`src/common/puzzle_pkg.sv`:
```
`default_nettype none

package puzzle_pkg;

        // board geometry
        localparam int BOARD_COLS = 8;
        localparam int BOARD_ROWS = 10;
        localparam int NUM_CELLS  = BOARD_COLS * BOARD_ROWS;

        typedef logic [2:0] col_t;
        typedef logic [3:0] row_t;
        typedef logic [1:0] level_t;
        typedef logic [4:0] gems_t;

        // cell codes as stored on the board
        typedef enum logic [2:0] {
                CELL_EMPTY = 3'd0,
                CELL_GEM   = 3'd1,
                CELL_WALL  = 3'd2,
                CELL_BOMB  = 3'd3,
                CELL_STOP  = 3'd4
        } cell_t;

        // slide direction, a horizontal and a vertical flag may be set together
        typedef struct packed {
                logic right;
                logic left;
                logic up;
                logic down;
        } dir_t;

endpackage

`default_nettype wire
```
`src/rtl/puzzle_top.sv`:
```
`timescale 1ns/1ps
`default_nettype none

module puzzle_top #(
        parameter int NUM_LEVELS = 2
) (
        input  logic                logicClock,
        input  logic                reset,
        input  logic                right,
        input  logic                left,
        input  logic                up,
        input  logic                down,
        input  puzzle_pkg::col_t    peek_col,
        input  puzzle_pkg::row_t    peek_row,
        output puzzle_pkg::col_t    cell_col,
        output puzzle_pkg::row_t    cell_row,
        output puzzle_pkg::gems_t   gems_left,
        output puzzle_pkg::level_t  level,
        output logic                moving,
        output logic                won,
        output logic                lost,
        output puzzle_pkg::cell_t   peek_cell
);
        import puzzle_pkg::*;

        col_t  [NUM_CELLS-1:0] load_col;
        row_t  [NUM_CELLS-1:0] load_row;
        cell_t [NUM_CELLS-1:0] rom_cell;
        col_t   start_col;
        row_t   start_row;
        gems_t  gem_total;
        cell_t  here_cell;
        cell_t  ahead_cell;
        dir_t   ahead_dir;
        logic   load;
        logic   collect;
        logic   freeze;

        ////////////////////////////////////////////////////////////
        // level tables
        ////////////////////////////////////////////////////////////

        // one lookup per cell so a whole level lands in a single cycle
        for (genvar i = 0; i < NUM_CELLS; i++) begin : g_rom
                if (i == 0) begin : g_first
                        level_rom u_rom (
                                .level_sel (level),
                                .rom_col   (load_col[i]),
                                .rom_row   (load_row[i]),
                                .rom_cell  (rom_cell[i]),
                                .start_col (start_col),
                                .start_row (start_row),
                                .gem_total (gem_total)
                        );
                end else begin : g_rest
                        // start cell and gem total are taken from the first lookup
                        level_rom u_rom (
                                .level_sel (level),
                                .rom_col   (load_col[i]),
                                .rom_row   (load_row[i]),
                                .rom_cell  (rom_cell[i]),
                                .start_col (),
                                .start_row (),
                                .gem_total ()
                        );
                end
        end

        ////////////////////////////////////////////////////////////
        // board, token and game state
        ////////////////////////////////////////////////////////////

        board_store u_board (
                .logicClock (logicClock),
                .reset      (reset),
                .load       (load),
                .load_col   (load_col),
                .load_row   (load_row),
                .rom_cell   (rom_cell),
                .collect    (collect),
                .cell_col   (cell_col),
                .cell_row   (cell_row),
                .here_cell  (here_cell),
                .ahead_dir  (ahead_dir),
                .ahead_cell (ahead_cell),
                .peek_col   (peek_col),
                .peek_row   (peek_row),
                .peek_cell  (peek_cell)
        );

        slide_engine u_slide (
                .logicClock (logicClock),
                .reset      (reset),
                .right      (right),
                .left       (left),
                .up         (up),
                .down       (down),
                .freeze     (freeze),
                .load       (load),
                .start_col  (start_col),
                .start_row  (start_row),
                .here_cell  (here_cell),
                .ahead_cell (ahead_cell),
                .ahead_dir  (ahead_dir),
                .cell_col   (cell_col),
                .cell_row   (cell_row),
                .moving     (moving)
        );

        game_sequencer #(
                .NUM_LEVELS (NUM_LEVELS)
        ) u_seq (
                .logicClock (logicClock),
                .reset      (reset),
                .here_cell  (here_cell),
                .moving     (moving),
                .gem_total  (gem_total),
                .collect    (collect),
                .load       (load),
                .level_sel  (level),
                .freeze     (freeze),
                .gems_left  (gems_left),
                .won        (won),
                .lost       (lost)
        );

endmodule

`default_nettype wire

```
`src/rtl/game_sequencer.sv`:
```
`timescale 1ns/1ps
`default_nettype none

module game_sequencer #(
        parameter int NUM_LEVELS = 2
) (
        input  logic                logicClock,
        input  logic                reset,
        input  puzzle_pkg::cell_t   here_cell,
        input  logic                moving,
        input  puzzle_pkg::gems_t   gem_total,
        output logic                collect,
        output logic                load,
        output puzzle_pkg::level_t  level_sel,
        output logic                freeze,
        output puzzle_pkg::gems_t   gems_left,
        output logic                won,
        output logic                lost
);
        import puzzle_pkg::*;

        logic last_level;

        assign last_level = level_sel == level_t'(NUM_LEVELS - 1);
        assign freeze     = won | lost;
        assign collect    = here_cell == CELL_GEM;

        always_ff @(posedge logicClock or posedge reset) begin
                if (reset) begin
                        level_sel <= '0;
                        gems_left <= '0;
                        // level 0 is loaded on the first edge out of reset
                        load      <= 1'b1;
                        won       <= 1'b0;
                        lost      <= 1'b0;
                end else begin
                        load <= 1'b0;
                        if (load) begin
                                gems_left <= gem_total;
                        end else if (collect) begin
                                gems_left <= gems_left - 1'b1;
                        end
                        // loss wins over level advance
                        if (!freeze && !load) begin
                                if (here_cell == CELL_BOMB) begin
                                        lost <= 1'b1;
                                end else if (gems_left == '0 && !moving) begin
                                        if (last_level) begin
                                                won <= 1'b1;
                                        end else begin
                                                load      <= 1'b1;
                                                level_sel <= level_sel + 1'b1;
                                        end
                                end
                        end
                end
        end

endmodule

`default_nettype wire

```
`src/rtl/slide_engine.sv`:
```
`timescale 1ns/1ps
`default_nettype none

module slide_engine (
        input  logic               logicClock,
        input  logic               reset,
        input  logic               right,
        input  logic               left,
        input  logic               up,
        input  logic               down,
        input  logic               freeze,
        input  logic               load,
        input  puzzle_pkg::col_t   start_col,
        input  puzzle_pkg::row_t   start_row,
        input  puzzle_pkg::cell_t  here_cell,
        input  puzzle_pkg::cell_t  ahead_cell,
        output puzzle_pkg::dir_t   ahead_dir,
        output puzzle_pkg::col_t   cell_col,
        output puzzle_pkg::row_t   cell_row,
        output logic               moving
);
        import puzzle_pkg::*;

        dir_t buttons_q;
        dir_t press;
        dir_t dir_q;
        logic press_ok;
        logic blocked;
        logic halt;

        ////////////////////////////////////////////////////////////
        // button presses
        ////////////////////////////////////////////////////////////

        // rising edges only
        assign press.right = right & ~buttons_q.right;
        assign press.left  = left  & ~buttons_q.left;
        assign press.up    = up    & ~buttons_q.up;
        assign press.down  = down  & ~buttons_q.down;

        // one direction, or a diagonal pair, but never opposite buttons
        assign press_ok = (press != '0)
                && !(press.right && press.left)
                && !(press.up && press.down);

        ////////////////////////////////////////////////////////////
        // sliding
        ////////////////////////////////////////////////////////////

        // idle engine asks about the pressed direction
        assign ahead_dir = moving ? dir_q : press;
        assign blocked   = ahead_cell == CELL_WALL;
        assign halt      = here_cell == CELL_STOP || here_cell == CELL_BOMB;

        always_ff @(posedge logicClock or posedge reset) begin
                if (reset) begin
                        buttons_q <= '0;
                        dir_q     <= '0;
                        moving    <= 1'b0;
                        cell_col  <= '0;
                        cell_row  <= '0;
                end else begin
                        buttons_q <= {right, left, up, down};
                        if (load) begin
                                cell_col <= start_col;
                                cell_row <= start_row;
                                dir_q    <= '0;
                                moving   <= 1'b0;
                        end else if (moving && (halt || blocked)) begin
                                // slide over, token stays put
                                dir_q  <= '0;
                                moving <= 1'b0;
                        end else if (moving || (!freeze && press_ok && !blocked)) begin
                                dir_q    <= ahead_dir;
                                moving   <= 1'b1;
                                cell_col <= cell_col + col_t'(ahead_dir.right)
                                        - col_t'(ahead_dir.left);
                                cell_row <= cell_row + row_t'(ahead_dir.down)
                                        - row_t'(ahead_dir.up);
                        end
                end
        end

endmodule

`default_nettype wire

```
`src/board/board_store.sv`:
```
`timescale 1ns/1ps
`default_nettype none

module board_store (
        input  logic                                   logicClock,
        input  logic                                   reset,
        input  logic                                   load,
        output puzzle_pkg::col_t  [puzzle_pkg::NUM_CELLS-1:0] load_col,
        output puzzle_pkg::row_t  [puzzle_pkg::NUM_CELLS-1:0] load_row,
        input  puzzle_pkg::cell_t [puzzle_pkg::NUM_CELLS-1:0] rom_cell,
        input  logic                                   collect,
        input  puzzle_pkg::col_t                       cell_col,
        input  puzzle_pkg::row_t                       cell_row,
        output puzzle_pkg::cell_t                      here_cell,
        input  puzzle_pkg::dir_t                       ahead_dir,
        output puzzle_pkg::cell_t                      ahead_cell,
        input  puzzle_pkg::col_t                       peek_col,
        input  puzzle_pkg::row_t                       peek_row,
        output puzzle_pkg::cell_t                      peek_cell
);
        import puzzle_pkg::*;

        cell_t      board [NUM_CELLS];
        // spare top bit catches a step off either edge
        logic [3:0] ahead_col;
        logic [4:0] ahead_row;

        function automatic int cell_idx(input col_t c, input row_t r);
                return int'(r) * BOARD_COLS + int'(c);
        endfunction

        // fixed scan address of every cell
        for (genvar i = 0; i < NUM_CELLS; i++) begin : g_scan
                assign load_col[i] = col_t'(i % BOARD_COLS);
                assign load_row[i] = row_t'(i / BOARD_COLS);
        end

        always_ff @(posedge logicClock or posedge reset) begin
                if (reset) begin
                        for (int i = 0; i < NUM_CELLS; i++) begin
                                board[i] <= CELL_EMPTY;
                        end
                end else if (load) begin
                        for (int i = 0; i < NUM_CELLS; i++) begin
                                board[i] <= rom_cell[i];
                        end
                end else if (collect) begin
                        board[cell_idx(cell_col, cell_row)] <= CELL_EMPTY;
                end
        end

        assign ahead_col = {1'b0, cell_col} + 4'(ahead_dir.right) - 4'(ahead_dir.left);
        assign ahead_row = {1'b0, cell_row} + 5'(ahead_dir.down) - 5'(ahead_dir.up);

        assign here_cell = board[cell_idx(cell_col, cell_row)];

        // off the board counts as a wall
        assign ahead_cell = (ahead_col >= BOARD_COLS || ahead_row >= BOARD_ROWS) ? CELL_WALL
                : board[cell_idx(ahead_col[2:0], ahead_row[3:0])];

        assign peek_cell = (peek_row < BOARD_ROWS) ? board[cell_idx(peek_col, peek_row)]
                : CELL_EMPTY;

endmodule

`default_nettype wire

```
`src/board/level_rom.sv`:
```
`timescale 1ns/1ps
`default_nettype none

module level_rom (
        input  puzzle_pkg::level_t  level_sel,
        input  puzzle_pkg::col_t    rom_col,
        input  puzzle_pkg::row_t    rom_row,
        output puzzle_pkg::cell_t   rom_cell,
        output puzzle_pkg::col_t    start_col,
        output puzzle_pkg::row_t    start_row,
        output puzzle_pkg::gems_t   gem_total
);
        import puzzle_pkg::*;

        logic [6:0] addr;

        assign addr = {rom_col, rom_row};

        // only occupied cells are listed, the rest read empty
        always_comb begin
                rom_cell  = CELL_EMPTY;
                start_col = '0;
                start_row = '0;
                gem_total = '0;
                case (level_sel)
                        2'd0: begin
                                start_col = 3'd4;
                                start_row = 4'd2;
                                gem_total = 5'd2;
                                case (addr)
                                        {3'd0, 4'd4}: rom_cell = CELL_WALL;
                                        {3'd1, 4'd4}: rom_cell = CELL_GEM;
                                        {3'd1, 4'd7}: rom_cell = CELL_GEM;
                                        {3'd4, 4'd4}: rom_cell = CELL_STOP;
                                        {3'd4, 4'd5}: rom_cell = CELL_BOMB;
                                        default: rom_cell = CELL_EMPTY;
                                endcase
                        end
                        2'd1: begin
                                start_col = 3'd4;
                                start_row = 4'd8;
                                gem_total = 5'd3;
                                case (addr)
                                        {3'd0, 4'd2}: rom_cell = CELL_WALL;
                                        {3'd4, 4'd4}: rom_cell = CELL_WALL;
                                        {3'd5, 4'd4}: rom_cell = CELL_WALL;
                                        {3'd1, 4'd8}: rom_cell = CELL_WALL;
                                        {3'd1, 4'd4}: rom_cell = CELL_GEM;
                                        {3'd0, 4'd6}: rom_cell = CELL_GEM;
                                        {3'd5, 4'd7}: rom_cell = CELL_GEM;
                                        {3'd0, 4'd4}: rom_cell = CELL_BOMB;
                                        {3'd6, 4'd6}: rom_cell = CELL_BOMB;
                                        // (1,0) stopper makes the level solvable
                                        {3'd1, 4'd0}: rom_cell = CELL_STOP;
                                        {3'd2, 4'd4}: rom_cell = CELL_STOP;
                                        {3'd4, 4'd8}: rom_cell = CELL_STOP;
                                        {3'd6, 4'd8}: rom_cell = CELL_STOP;
                                        default: rom_cell = CELL_EMPTY;
                                endcase
                        end
                        default: begin
                                rom_cell = CELL_EMPTY;
                        end
                endcase
        end

endmodule

`default_nettype wire

```
`config.mk`:
```
export PLATFORM = sky130hd
export DESIGN_NAME = puzzle_top
export DESIGN_NICKNAME = d
export VERILOG_FILES = /design/src/common/puzzle_pkg.sv /design/src/rtl/puzzle_top.sv /design/src/rtl/game_sequencer.sv /design/src/rtl/slide_engine.sv /design/src/board/board_store.sv /design/src/board/level_rom.sv
export SDC_FILE = /design/constraint.sdc
export NUM_CORES = 1
export LEC_CHECK = 0
export BUFFER_PORTS_ARGS = -buffer_cell sky130_fd_sc_hd__buf_2
export CAP_MARGIN = 20
export CORE_MARGIN = 2
export CORE_UTILIZATION = 64
export DETAILED_ROUTE_END_ITERATION = 8
export PLACE_DENSITY = 0.81
export SYNTH_ARGS = -nofsm -noshare
export SYNTH_HDL_FRONTEND = slang
export SYNTH_SLANG_ARGS = --single-unit
export TNS_END_PERCENT = 50
```
`constraint.sdc`:
```
create_clock -name logicClock -period 9.9 [get_ports logicClock]
set_input_delay 0.99 -clock logicClock [delete_from_list [all_inputs] [get_ports logicClock]]
set_output_delay 0.99 -clock logicClock [all_outputs]
set_load 0.02 [all_outputs]
```
# Word level (Yosys, flattened, before mapping)
# Cells that the tools add are included.
# word_totals
reg_bits	266
inputBits	13
output_inout_bits	20
word_cells	215
# classes
addsub	13
order_cmp	7
eq_ne	6
n_mux	46
bitwise	16
reduce_logical	31
# op_table
operator	n
240-bit 2-to-1 mux	2
240-bit bitwise AND	1
240-bit inverter	1
32-bit by 8-bit >= comparator with 1-bit output, second input constant	3
32-bit inverter	3
3-bit binary-select mux with 7-bit select	3
3-bit 2-to-1 mux	14
32-bit by 1-bit < comparator with 1-bit output, second input constant	1
4-bit 2-to-1 mux	7
7-bit by 3-bit adder with 8-bit output	3
3-bit demux with 7-bit select	1
1-bit logical AND	10
1-bit 2-to-1 mux	10
5-bit 2-to-1 mux	2
2-bit case mux with 2 select lines	2
4-bit case mux with 2 select lines	1
4-bit AND reduction	2
4-bit by 1-bit subtractor with 4-bit output	2
3-bit by 2-bit equality test with 1-bit output, second input constant	2
1-bit logical NOT	6
2-bit 2-to-1 mux	3
1-bit inverter	6
3-bit case mux with 2 select lines	1
4-bit by 1-bit adder with 5-bit output	1
other kinds (24)	32

# Depth between registers and ports, before layout
# Gate-level depths: netlist (run 1).
# depth
depth_word	18
mapped_depth	18
depth_no_buf	15

# Hierarchy
# Synthesis (run 1) repeated with hierarchy kept, for this count alone.
# unflattened
cells_unflattened	6781
area_unflattened_um2	53506.3
# modules_own_cells
mod	n_inst	cells_each	area_each_um2	seq_area_each_um2
level_rom at g_rom[0].g_first.u_rom ...	65	55	401.6	0.0
board_store	1	2193	20243.2	6005.8
level_rom at g_rom[69].g_rest.u_rom ...	15	57	371.6	0.0
slide_engine	1	105	1028.5	400.4
game_sequencer	1	53	554.3	251.5

# Worst setup path before layout (run 1)
# No wires, ideal clock.
# synth_timing
kind	register to register
start	register u_slide.cell_col[0]
end	register u_slide.dir_q[0] in the netlist's numbering
setup_time_ns	0.156
arrival_time_ns	4.551
required_ns	9.744
path_slack_ns	5.193
stages_incl_launch_ff	17
path_buffers	4
period_less_slack_ns	4.707
path_cell_list	dfrtp_1 buf_4 buf_4 buf_2 inv_1 ha_1 inv_1 ha_1 fa_1 xor2_1 clkbuf_1 a211oi_1 a211o_1 a311oi_1 a21boi_1 o41ai_1 o32ai_1
# synth_between
elab_chain_cells	13
word_cells_on_any_way	27
classes_between	add/sub (4); order compare (1); eq/ne (3); mux (9); bitwise (2); reduce/logical (8)
# synth_lines
element	line	rtl
start, declared	slide_engine.sv:18	output puzzle_pkg::col_t cell_col,
start signal, assigned	slide_engine.sv:65	cell_col <= start_col;
start signal, assigned	slide_engine.sv:76	cell_col <= cell_col + col_t'(ahead_dir.right)
3-bit by 1-bit adder with 4-bit output	board_store.sv:52	assign ahead_col = {1'b0, cell_col} + 4'(ahead_dir.right) - 4'(ahead_dir.left);
4-bit by 1-bit subtractor with 4-bit output	board_store.sv:52	
7-bit by 3-bit adder with 8-bit output	board_store.sv:29	return int'(r) * BOARD_COLS + int'(c);
32-bit inverter (not written as such)	board_store.sv:59	: board[cell_idx(ahead_col[2:0], ahead_row[3:0])];
3-bit binary-select mux with 7-bit select	board_store.sv:59	
3-bit 2-to-1 mux (not written as such) (2 in a row)	board_store.sv:59	
3-bit 2-to-1 mux	board_store.sv:58	assign ahead_cell = (ahead_col >= BOARD_COLS || ahead_row >= BOARD_ROWS) ? CELL_WALL
3-bit by 2-bit equality test with 1-bit output	slide_engine.sv:52	assign blocked = ahead_cell == CELL_WALL;
1-bit logical OR or 1-bit logical NOT (tied branches)	slide_engine.sv:69, slide_engine.sv:73	
1-bit logical AND (on tied branches)	slide_engine.sv:69, slide_engine.sv:73	
4-bit 2-to-1 mux or 1-bit logical OR (tied branches)	slide_engine.sv:69, slide_engine.sv:73	
4-bit 2-to-1 mux or 3-bit nonzero test (tied branches)	-	
end signal, assigned	slide_engine.sv:74	dir_q <= ahead_dir;
end, declared	slide_engine.sv:26	dir_t dir_q;
# Several ways; a longest one is shown, not always the timed one. The select of a mux whose other input is x is not followed.
# A chain may end at the register's enable or synchronous reset.

# Worst setup path after layout (run 1)
# layout_timing
start	register u_slide.cell_col[0]
end	register u_slide.dir_q[3] in the netlist's numbering
# The elaborated chain is that of the path after synthesis.

==> flow_results.org, run 1 <==
** Clock tree
- Clock H-tree levels :: 1
- CTS Buf Count :: 29
- CTS resizes :: 0
- Root buffer cell :: sky130_fd_sc_hd__clkbuf_16
- Sink count of the clock tree :: ~270
- The later pin in the worst-skew pair is clocked with a latency of approximately 0.56 ns.
- The number of hold buffers added after CTS was 0.
- Worst-case clock buffer depth :: 3
- After clock tree synthesis, the setup repair step added 0 buffers.
- TritonCTS built the clock tree.
- After clock tree synthesis, the clock-pin slew on the worst setup and hold paths is approximately 0.060 ns.

** Detailed routing
- The final route contains around 12000 vias.
- Using the TritonRoute via totals, the vias-per-cell ratio works out to 7.52.
- The final layout contains routed wiring with a total length of 45200 um.
- Drt pass-1 iters :: 7
- First DRT Iteration DRCs :: 1710
- The detail route stage leaves a number of antenna-violating nets equal to 0.
- After detailed routing, the average wire length per cell comes to around 28 um.
- Number of design rule violations left after detail routing :: 0

** Floorplan
- The die is 160 um wide.
- I/O pin count :: 33
- Die Area :: roughly 0.026 sq mm
- Measured along the y axis, the die boundary spans roughly 160 um.
- For this configuration, the core starts out at a cell density of 64.7%.
- The core region is 0.0241 sq mm.
- Number of placement rows :: between 50 and 60

** Yosys
- The Yosys step of the flow raised 0 warnings.
- Area share of the largest cell type after synthesis :: roughly 43%
- Mux contribution to synthesized area :: between 20 and 25%
- In this run, synthesis inferred 0 flip-flops with an integrated enable.
- Dominant synthesized flop cell :: sky130_fd_sc_hd__dfrtp_1
- Of the total synthesized cell area, the portion taken by XOR and XNOR cells is 0.561%.
- Number of library cell types mapped by synthesis :: just under 80
- Adder-cell share of the synthesized area :: approximately 1.7%
- Cell area after synthesis :: about 0.016 sq mm
- Synthesis produced a netlist with a net count of between 1000 and 1500.
- Post-synthesis cell count :: ~1300
- The commonest cells after synthesis are 265 x sky130_fd_sc_hd__dfrtp_1, 172 x sky130_fd_sc_hd__and2_1, 150 x sky130_fd_sc_hd__mux4_2.
- The synthesized design contains 266 register bits.
- By area, the combinational part of the netlist is dominated by multiplexers.
- Synth Area in Compound Gates :: approximately 12%
- Each instance of the synthesized netlist takes up on average about 12 sq um.
- Summed over all instances, the cell type with the most area after synthesis is sky130_fd_sc_hd__dfrtp_1.
- After synthesis, flip-flops and latches occupy a little over two fifths of the total area.
- By instance count, the leading cell after synthesis is sky130_fd_sc_hd__dfrtp_1.
- Cells taking the most area after synthesis :: sky130_fd_sc_hd__dfrtp_1 43%, sky130_fd_sc_hd__mux4_2 22%, sky130_fd_sc_hd__and2_1 6.9%
- The synthesized netlist devotes 14.5% of its cell area to simple gates.
- In the synthesized netlist the async set-or-reset flop fraction comes to between 90% and 100%.

** Timing
- Number of hold-slack violations in the final timing report :: 0
- Sum Neg Setup Slack :: 0 ns
- Of the available clock period, the critical path in the final layout requires 54.2%.
- Post-route minimum period :: 5.37 ns
- Least setup slack across all paths after layout :: 4.53 ns
- The worst pin sits at a relative slew slack of about 22%.
- Final setup skew :: around 0.009 ns
- Based on the critical path, the design can be clocked at up to approximately 0.19 GHz.
- Setup violations remaining at the end of the flow were counted as 0.
- Setup repair after global routing left no endpoint under its margin.
- Final-report max-slew violation count :: 0
- Slew at the pin with the worst max-slew slack :: about 1.2 ns

** Global routing
- Entering global routing, the biggest net connects ~130 pins.
- The first global-routing pass estimated between 70000 and 80000 um of wire.
- Number of global-route vias before repair :: 12300
- After global routing the overflow that remains totals 0.
- The initial antenna violation count is 2.
- Global routing consumed, over all layers together, 36.0% of the routing resources.

** Status
- The run finished with clean final reports.

** Worst setup path
- For this design, the slowest cell found on the critical path is sky130_fd_sc_hd__dfrtp_4.
- Cell type group with the largest total delay on the critical path :: compound AO/OA/AOI/OAI gates
- Walking the worst path, the cells encountered are inv_1, ha_1, inv_1, ha_2, buf_4, nor4b_1, a311oi_1, a211oi_1, a211o_1, a311oi_1, a21boi_1, o41ai_1, o32ai_1.
- The worst setup path is of the reg -> reg kind.
- Required time reported for the critical path endpoint :: between 10 and 15 ns
- Critical Path Sink Type :: flop
- In this run the register-to-register setup slack is 4.53 ns.
- Worst Path Buf+Inv :: 3
- Startpoint type of the worst setup path :: flop
- Of all nets on the critical path, the largest fanout is 49.
- On the worst path, the slowest cell contributes a delay of around 0.79 ns.
- At the worst endpoint, the arrival time is between 5 and 6 ns.

** Cells and area
- The post-route netlist has roughly 23% of its cells at a drive strength greater than 1.
- Compared with the post-synthesis result, the final layout area differs by 9.29%.
- The net count of the finished layout is between 1000 and 1500.
- The filler cells instantiated in the layout total about 1600.

** Place
- Timing analysis after detailed placement gives a worst setup slack of 4.28 ns.
- Detailed placement finished with a half-perimeter wire length of around 30000 um.
- Routability congestion estimate from global placement :: approximately 0.96
- Port buffer count :: 32

** Pwr
- Power consumption :: approximately 4.3 mW
- Leakage :: 7.00 nW
- The worst-case IR drop observed on VDD is ~0.25 mV.
- Pwr per Cell Area :: approximately 250 mW/mm^2

** Worst hold path
- The path class of the tightest hold or removal check is reg -> reg.

** Run
- Maximum capacitance violations :: 0
## power breakdown
group	switching, mW	internal, mW
clock network	0.466	0.755
registers	0.119	1.14
logic	1.16	0.621
## cells in the final DEF (no fill, tap or decap), drive strengths merged, types with 18 or more instances in the layout
| master | n |
|---|---|
| a21o | 21 |
| and2 | 172 |
| a211oi | 57 |
| mux4 | 150 |
| buf | 58 |
| a31oi | 39 |
| a21oi | 19 |
| ha | 18 |
| clkbuf | 34 |
| dfrtp | 265 |
| inv | 89 |
| nor3b | 24 |
| nand2 | 30 |
| nor2 | 30 |
| a41oi | 40 |
| nor4b | 18 |
## worst register-to-register path: stages, from the launching register on
cell and delay [ns]:
sky130_fd_sc_hd__dfrtp_4 0.79, sky130_fd_sc_hd__inv_1 0.17, sky130_fd_sc_hd__ha_1 0.32, sky130_fd_sc_hd__inv_1 0.04
sky130_fd_sc_hd__ha_2 0.71, sky130_fd_sc_hd__buf_4 0.60, sky130_fd_sc_hd__nor4b_1 0.14, sky130_fd_sc_hd__a311oi_1 0.29
sky130_fd_sc_hd__a211oi_1 0.09, sky130_fd_sc_hd__a211o_1 0.28, sky130_fd_sc_hd__a311oi_1 0.43, sky130_fd_sc_hd__a21boi_1 0.33
sky130_fd_sc_hd__o41ai_1 0.79, sky130_fd_sc_hd__o32ai_1 0.23
## sequential cells by signal, indices dropped and copies added, names as in the netlist
signal / count
u_board.board: 240
u_seq.gems_left: 5
u_seq.level_sel: 2
u_seq.load: 1
u_seq.lost: 1
u_seq.won: 1
u_slide.buttons_q: 4
u_slide.cell_col: 3
u_slide.cell_row: 4
u_slide.dir_q: 4
u_slide.moving: 1
## path summary, 6_finish.rpt
kind	start	to	cells past startpoint
min in group asynchronous	reset	u_board.board[30]	2
worst min-delay path	u_board.board[190]	u_board.board[190]	1
max in group asynchronous	reset	u_slide.buttons_q[0]	3
worst max-delay path	u_slide.cell_col[0]	u_slide.dir_q[3]	13
worst min register to register	u_board.board[190]	u_board.board[190]	1
worst max register to register	u_slide.cell_col[0]	u_slide.dir_q[3]	13
## cells by family after synthesis
family                     after synthesis
buffers and inverters                  195
muxes                                  172
adders and majority gates               20
and+or+nand+nor                        359
AOI/OAI and AO/OA                      253
xor gates and xnor gates                10
DFF                                    266
## per-layer routing
layer,global-route usage [%],share of wire (%)
met5,0,0.029
met3,10.8,13
met1,50.1,37
met2,53.4,45
met4,15.9,5.1
## metrics by stage
stage | instances | hold WS [ns] | util [%] | cell area (sq um)
2_1_floorplan | 1275 | 0.475 | - | 15600
3_3_place_gp | 1550 | 0.500 | 66.0 | 15900
3_5_place_dp | 1550 | 0.508 | 66.0 | 15900
4_1_cts | 1603 | 0.522 | 70.5 | 17000
5_1_grt | 1605 | 0.544 | 70.7 | 17100
6_report | 1606 | 0.532 | 70.7 | 17100
## area by class of cell
type                    count  area (sq um)  area share (%)
clock buffers              34           795            4.66
multi-input cells         814          8150            47.8
clock inverters            19           290            1.70
flip-flops and latches    266          6670            39.1
inverters                  90           345            2.03
diodes                      1          2.50          0.0147
repair buffers             58           398            2.33
well taps                 324           405            2.38
No activity file was read; power rests on OpenSTA's default activity.
==> run 2: changes to the inputs <==
- clock period: 9.9 -> 5.45 ns (I/O delays scaled with it)
==> flow_results.org, run 2 (same netlist as run 1, synthesis figures left out) <==
** Status
- Outcome :: finished, final reports clean (unchanged)

** Detailed routing
- The remaining antenna violation count was 0 (unchanged).
- The total via count in the routed design came to 12000 (was 12100).
- Drt pass-1 iters :: 6 (was 7)
- The total wirelength of the detailed-routed design is 45300 um (was 45200 um).
- The number of design rule violations left after detail routing came to 0 (unchanged).
- The detail-routed net length per standard cell was 27.9 um (was 28.1 um).
- The initial detailed-routing violation count came to 1938 (was 1710).
- The number of vias per cell was 7.41 (was 7.52).

** Floorplan
- Effective utilization at floorplan :: 64.7% (unchanged)
- The y dimension of the die is 160 um (unchanged).
- The die area came to 0.0256 sq mm (unchanged).
- Core outline area :: 0.0241 sq mm (unchanged)
- DIE WIDTH :: 160 um (unchanged)
- The count of pins on the block boundary is 33 (unchanged).
- Number of placement rows :: 57 (unchanged)

** Global routing
- Global-route wire length before repair :: 72700 um (was 71500 um)
- Maximum number of pins on one net before global-route repair :: 108 (was 132)
- The initial antenna violation count is 1 (was 2).
- Number of global-route vias before repair :: 12200 (was 12300)
- GR Util met2 :: 55.2% (was 53.4%)
- M1 GR Usage :: 51.5% (was 50.1%)
- Grt ovf :: 0 (unchanged)
- Met3 usage in global routing :: 10.6% (was 10.8%)
- The layer with the highest usage after global routing was met2 (unchanged).
- Overall global routing resource usage :: 36.9% (was 36.0%)

** Worst hold path
- The type of the worst min-delay path is in -> reg (was reg -> reg).

** Clock tree
- The H-tree depth reported by CTS was 1 (unchanged).
- The total clock sinks came to 266 (unchanged).
- CTS Buf Count :: 29 (unchanged)
- The buffer levels on the longest clock path came to 3 (unchanged).
- Clock-pin slew of the registers on the worst-case setup and hold paths :: 0.06 ns (about the same)
- CTS tree :: done (unchanged)
- Root buffer cell :: sky130_fd_sc_hd__clkbuf_16 (unchanged)
- The clock latency of the later-clocked register in the worst-skew pair came to 0.56 ns (about the same).
- The buffer count from post-CTS setup fixing was 0 (unchanged).

** Timing
- Slew at the pin with the worst max-slew slack :: 1.03 ns (was 1.17 ns)
- Final-report max-slew violation count :: 0 (unchanged)
- Unrepaired setup endpoints after global routing :: false (unchanged)
- The maximum operating frequency was 0.212 GHz (was 0.186 GHz).
- The minimum clock period is 4.72 ns (was 5.37 ns).
- Tcrit/Tclk final :: 86.6% (was 54.2%)
- The final critical-path setup slack was 0.728 ns (was 4.53 ns).
- Number of hold-slack violations in the final timing report :: 0 (unchanged)
- Sum Neg Setup Slack :: 0 ns (unchanged)
- The setup skew after layout is 0.0103 ns (was 0.00874 ns).
- # setup viols final :: 0 (unchanged)
- Normalized max-slew margin :: 31.4% (was 21.7%)

** Pwr
- The combinational fraction of design power was 43.9% (was 41.9%).
- The worst ir drop on vdd came to 0.398 mV (was 0.248 mV).
- Clock power frac :: 26.3% (was 28.6%)
- The standby leakage power came to 7.05 nW (was 7.00 nW).
- Sequential group share of total power :: 29.8% (was 29.5%)
- Power consumption :: 7.65 mW (was 4.26 mW)
- The total power divided by cell area is 447 mW/mm^2 (was 250 mW/mm^2).
- The internal power is 4.50 mW (was 2.52 mW).
- The switching power share of the total was 41.2% (was 41.0%).
- Net switching power :: 3.15 mW (was 1.75 mW)

** Cells and area
- The number of standard cells in the layout, taps in and fillers out came to 1623 (was 1606).
- The leading cell type in the layout, fill and taps excluded is sky130_fd_sc_hd__dfrtp_1 (unchanged).
- Final layout net count :: 1310 (was 1292)
- Largest registers: u_board.board x240, u_seq.gems_left x5 (unchanged).
- The area growth from synthesis to layout was 9.78% (was 9.29%).
- Biggest register :: u_board.board (unchanged)
- Fraction of layout instances using a drive strength above 1 :: 23.3% (was 23.0%)
- Commonest cells after routing, fill and taps aside :: 263 x sky130_fd_sc_hd__dfrtp_1, 172 x sky130_fd_sc_hd__and2_1, 150 x sky130_fd_sc_hd__mux4_2 (unchanged)
- The flip-flop count of the largest register after layout was 240 (unchanged).

** Worst setup path
- Critical Path Fanout Max :: 13 (was 49)
- Critical Path AT :: 5.12 ns (was 5.76 ns)
- The stage delay of the slowest cell on the critical path is 0.66 ns (was 0.79 ns).
- The number of buffers and inverters on the critical path came to 2 (was 3).
- Cell seen most often among critical-path stages :: sky130_fd_sc_hd__inv_1
- Ordered list of cells on the worst path: o21a_1, inv_1, ha_1, inv_1, ha_2, fa_1, xnor2_2, mux4_2, mux2i_1, nand3b_1, a211o_1, a21boi_1, o41ai_1, o32ai_1 (was inv_1, ha_1, inv_1, ha_2, buf_4, nor4b_1, a311oi_1, a211oi_1, a211o_1, a311oi_1, a21boi_1, o41ai_1, o32ai_1).
- Cell type group with the largest total delay on the critical path :: compound AO/OA/AOI/OAI gates (unchanged)
- The kind of end point of the critical path was a flop (unchanged).
- Critical path type :: reg -> reg (unchanged)
- Slowest cell on the critical path :: sky130_fd_sc_hd__o41ai_1 (was sky130_fd_sc_hd__dfrtp_4)
- The data required time of the worst path is 5.84 ns (was 10.29 ns).
- Startpoint type of the worst setup path :: flop (unchanged)

** Run
- Maximum capacitance violations :: 0 (unchanged)

** Place
- Routability congestion estimate from global placement :: 0.982 (was 0.956)
- The number of I/O port buffers was 32 (unchanged).
- The detailed placer's ending HPWL came to 30300 um (was 29800 um).
- The post-placement worst setup slack was 0.651 ns (was 4.28 ns).
- The placed cell count is 1568 (was 1550).
==> run 2: changes by cell type in the layout (fill, tap and decap cells not counted), sizes merged <==
cell	change
bufinv	-3
dlygate4sd3	+1
clkbuf	+6
clkinvlp	-2
clkinv	-2
buf	+17
==> run 2: per-layer routing <==
layer | share of wire [%] | wire, um
met1 | 37 | 16800
met3 | 13 | 5810
met2 | 45 | 20300
met4 | 5.4 | 2450
met5 | 0 | 0
==> run 2: cell type report <==
type,instances,area (sq um)
clock inverter,12,175
sequential,266,6670
antenna,1,2.50
tap,324,405
multi-input combinational,814,8160
inverter,90,342
fill,1646,6980
clock buffer,40,787
timing repair buffer,76,596
==> run 2: final timing paths <==
path                                        from              endpoint  slack [ns]  depth (start not counted)
worst max-delay path              u_slide.moving      u_slide.dir_q[1]        0.73                         14
worst max register to register    u_slide.moving      u_slide.dir_q[1]        0.73                         14
worst min-delay path                          up  u_slide.buttons_q[1]        0.12                          1
worst min register to register  u_slide.dir_q[2]      u_slide.dir_q[2]        0.52                          2
min in group asynchronous                  reset    u_board.board[204]        0.48                          3
max in group asynchronous                  reset   u_slide.cell_col[0]        3.67                          5
==> run 2: power groups by stage <==
stage	logic (mW)	registers (mW)	clock network (mW)
finish	3.36	2.28	2.01
CTS	3.25	2.27	2.02
global placement	3.16	2.30	0
floorplan	2.17	2.24	0
detailed placement	3.22	2.31	0
global route	3.49	2.30	2.09
==> run 2: through the flow <==
| step | hold WS [ns] | utilization, % | area, sq um |
|---|---|---|---|
| after floorplan | 0.475 | - | 15600 |
| after global placement | 0.501 | 66.9 | 16100 |
| after detailed placement | 0.507 | 66.9 | 16100 |
| after CTS | 0.113 | 70.9 | 17100 |
| after global routing | 0.122 | 71.0 | 17100 |
| final | 0.116 | 71.1 | 17100 |
==> run 2: what timing repair did <==
action                                 4_1_cts  5_1_grt
endpoints found under the hold margin        0        7
hold buffers                                 0        1
gates resized for setup                      0        0
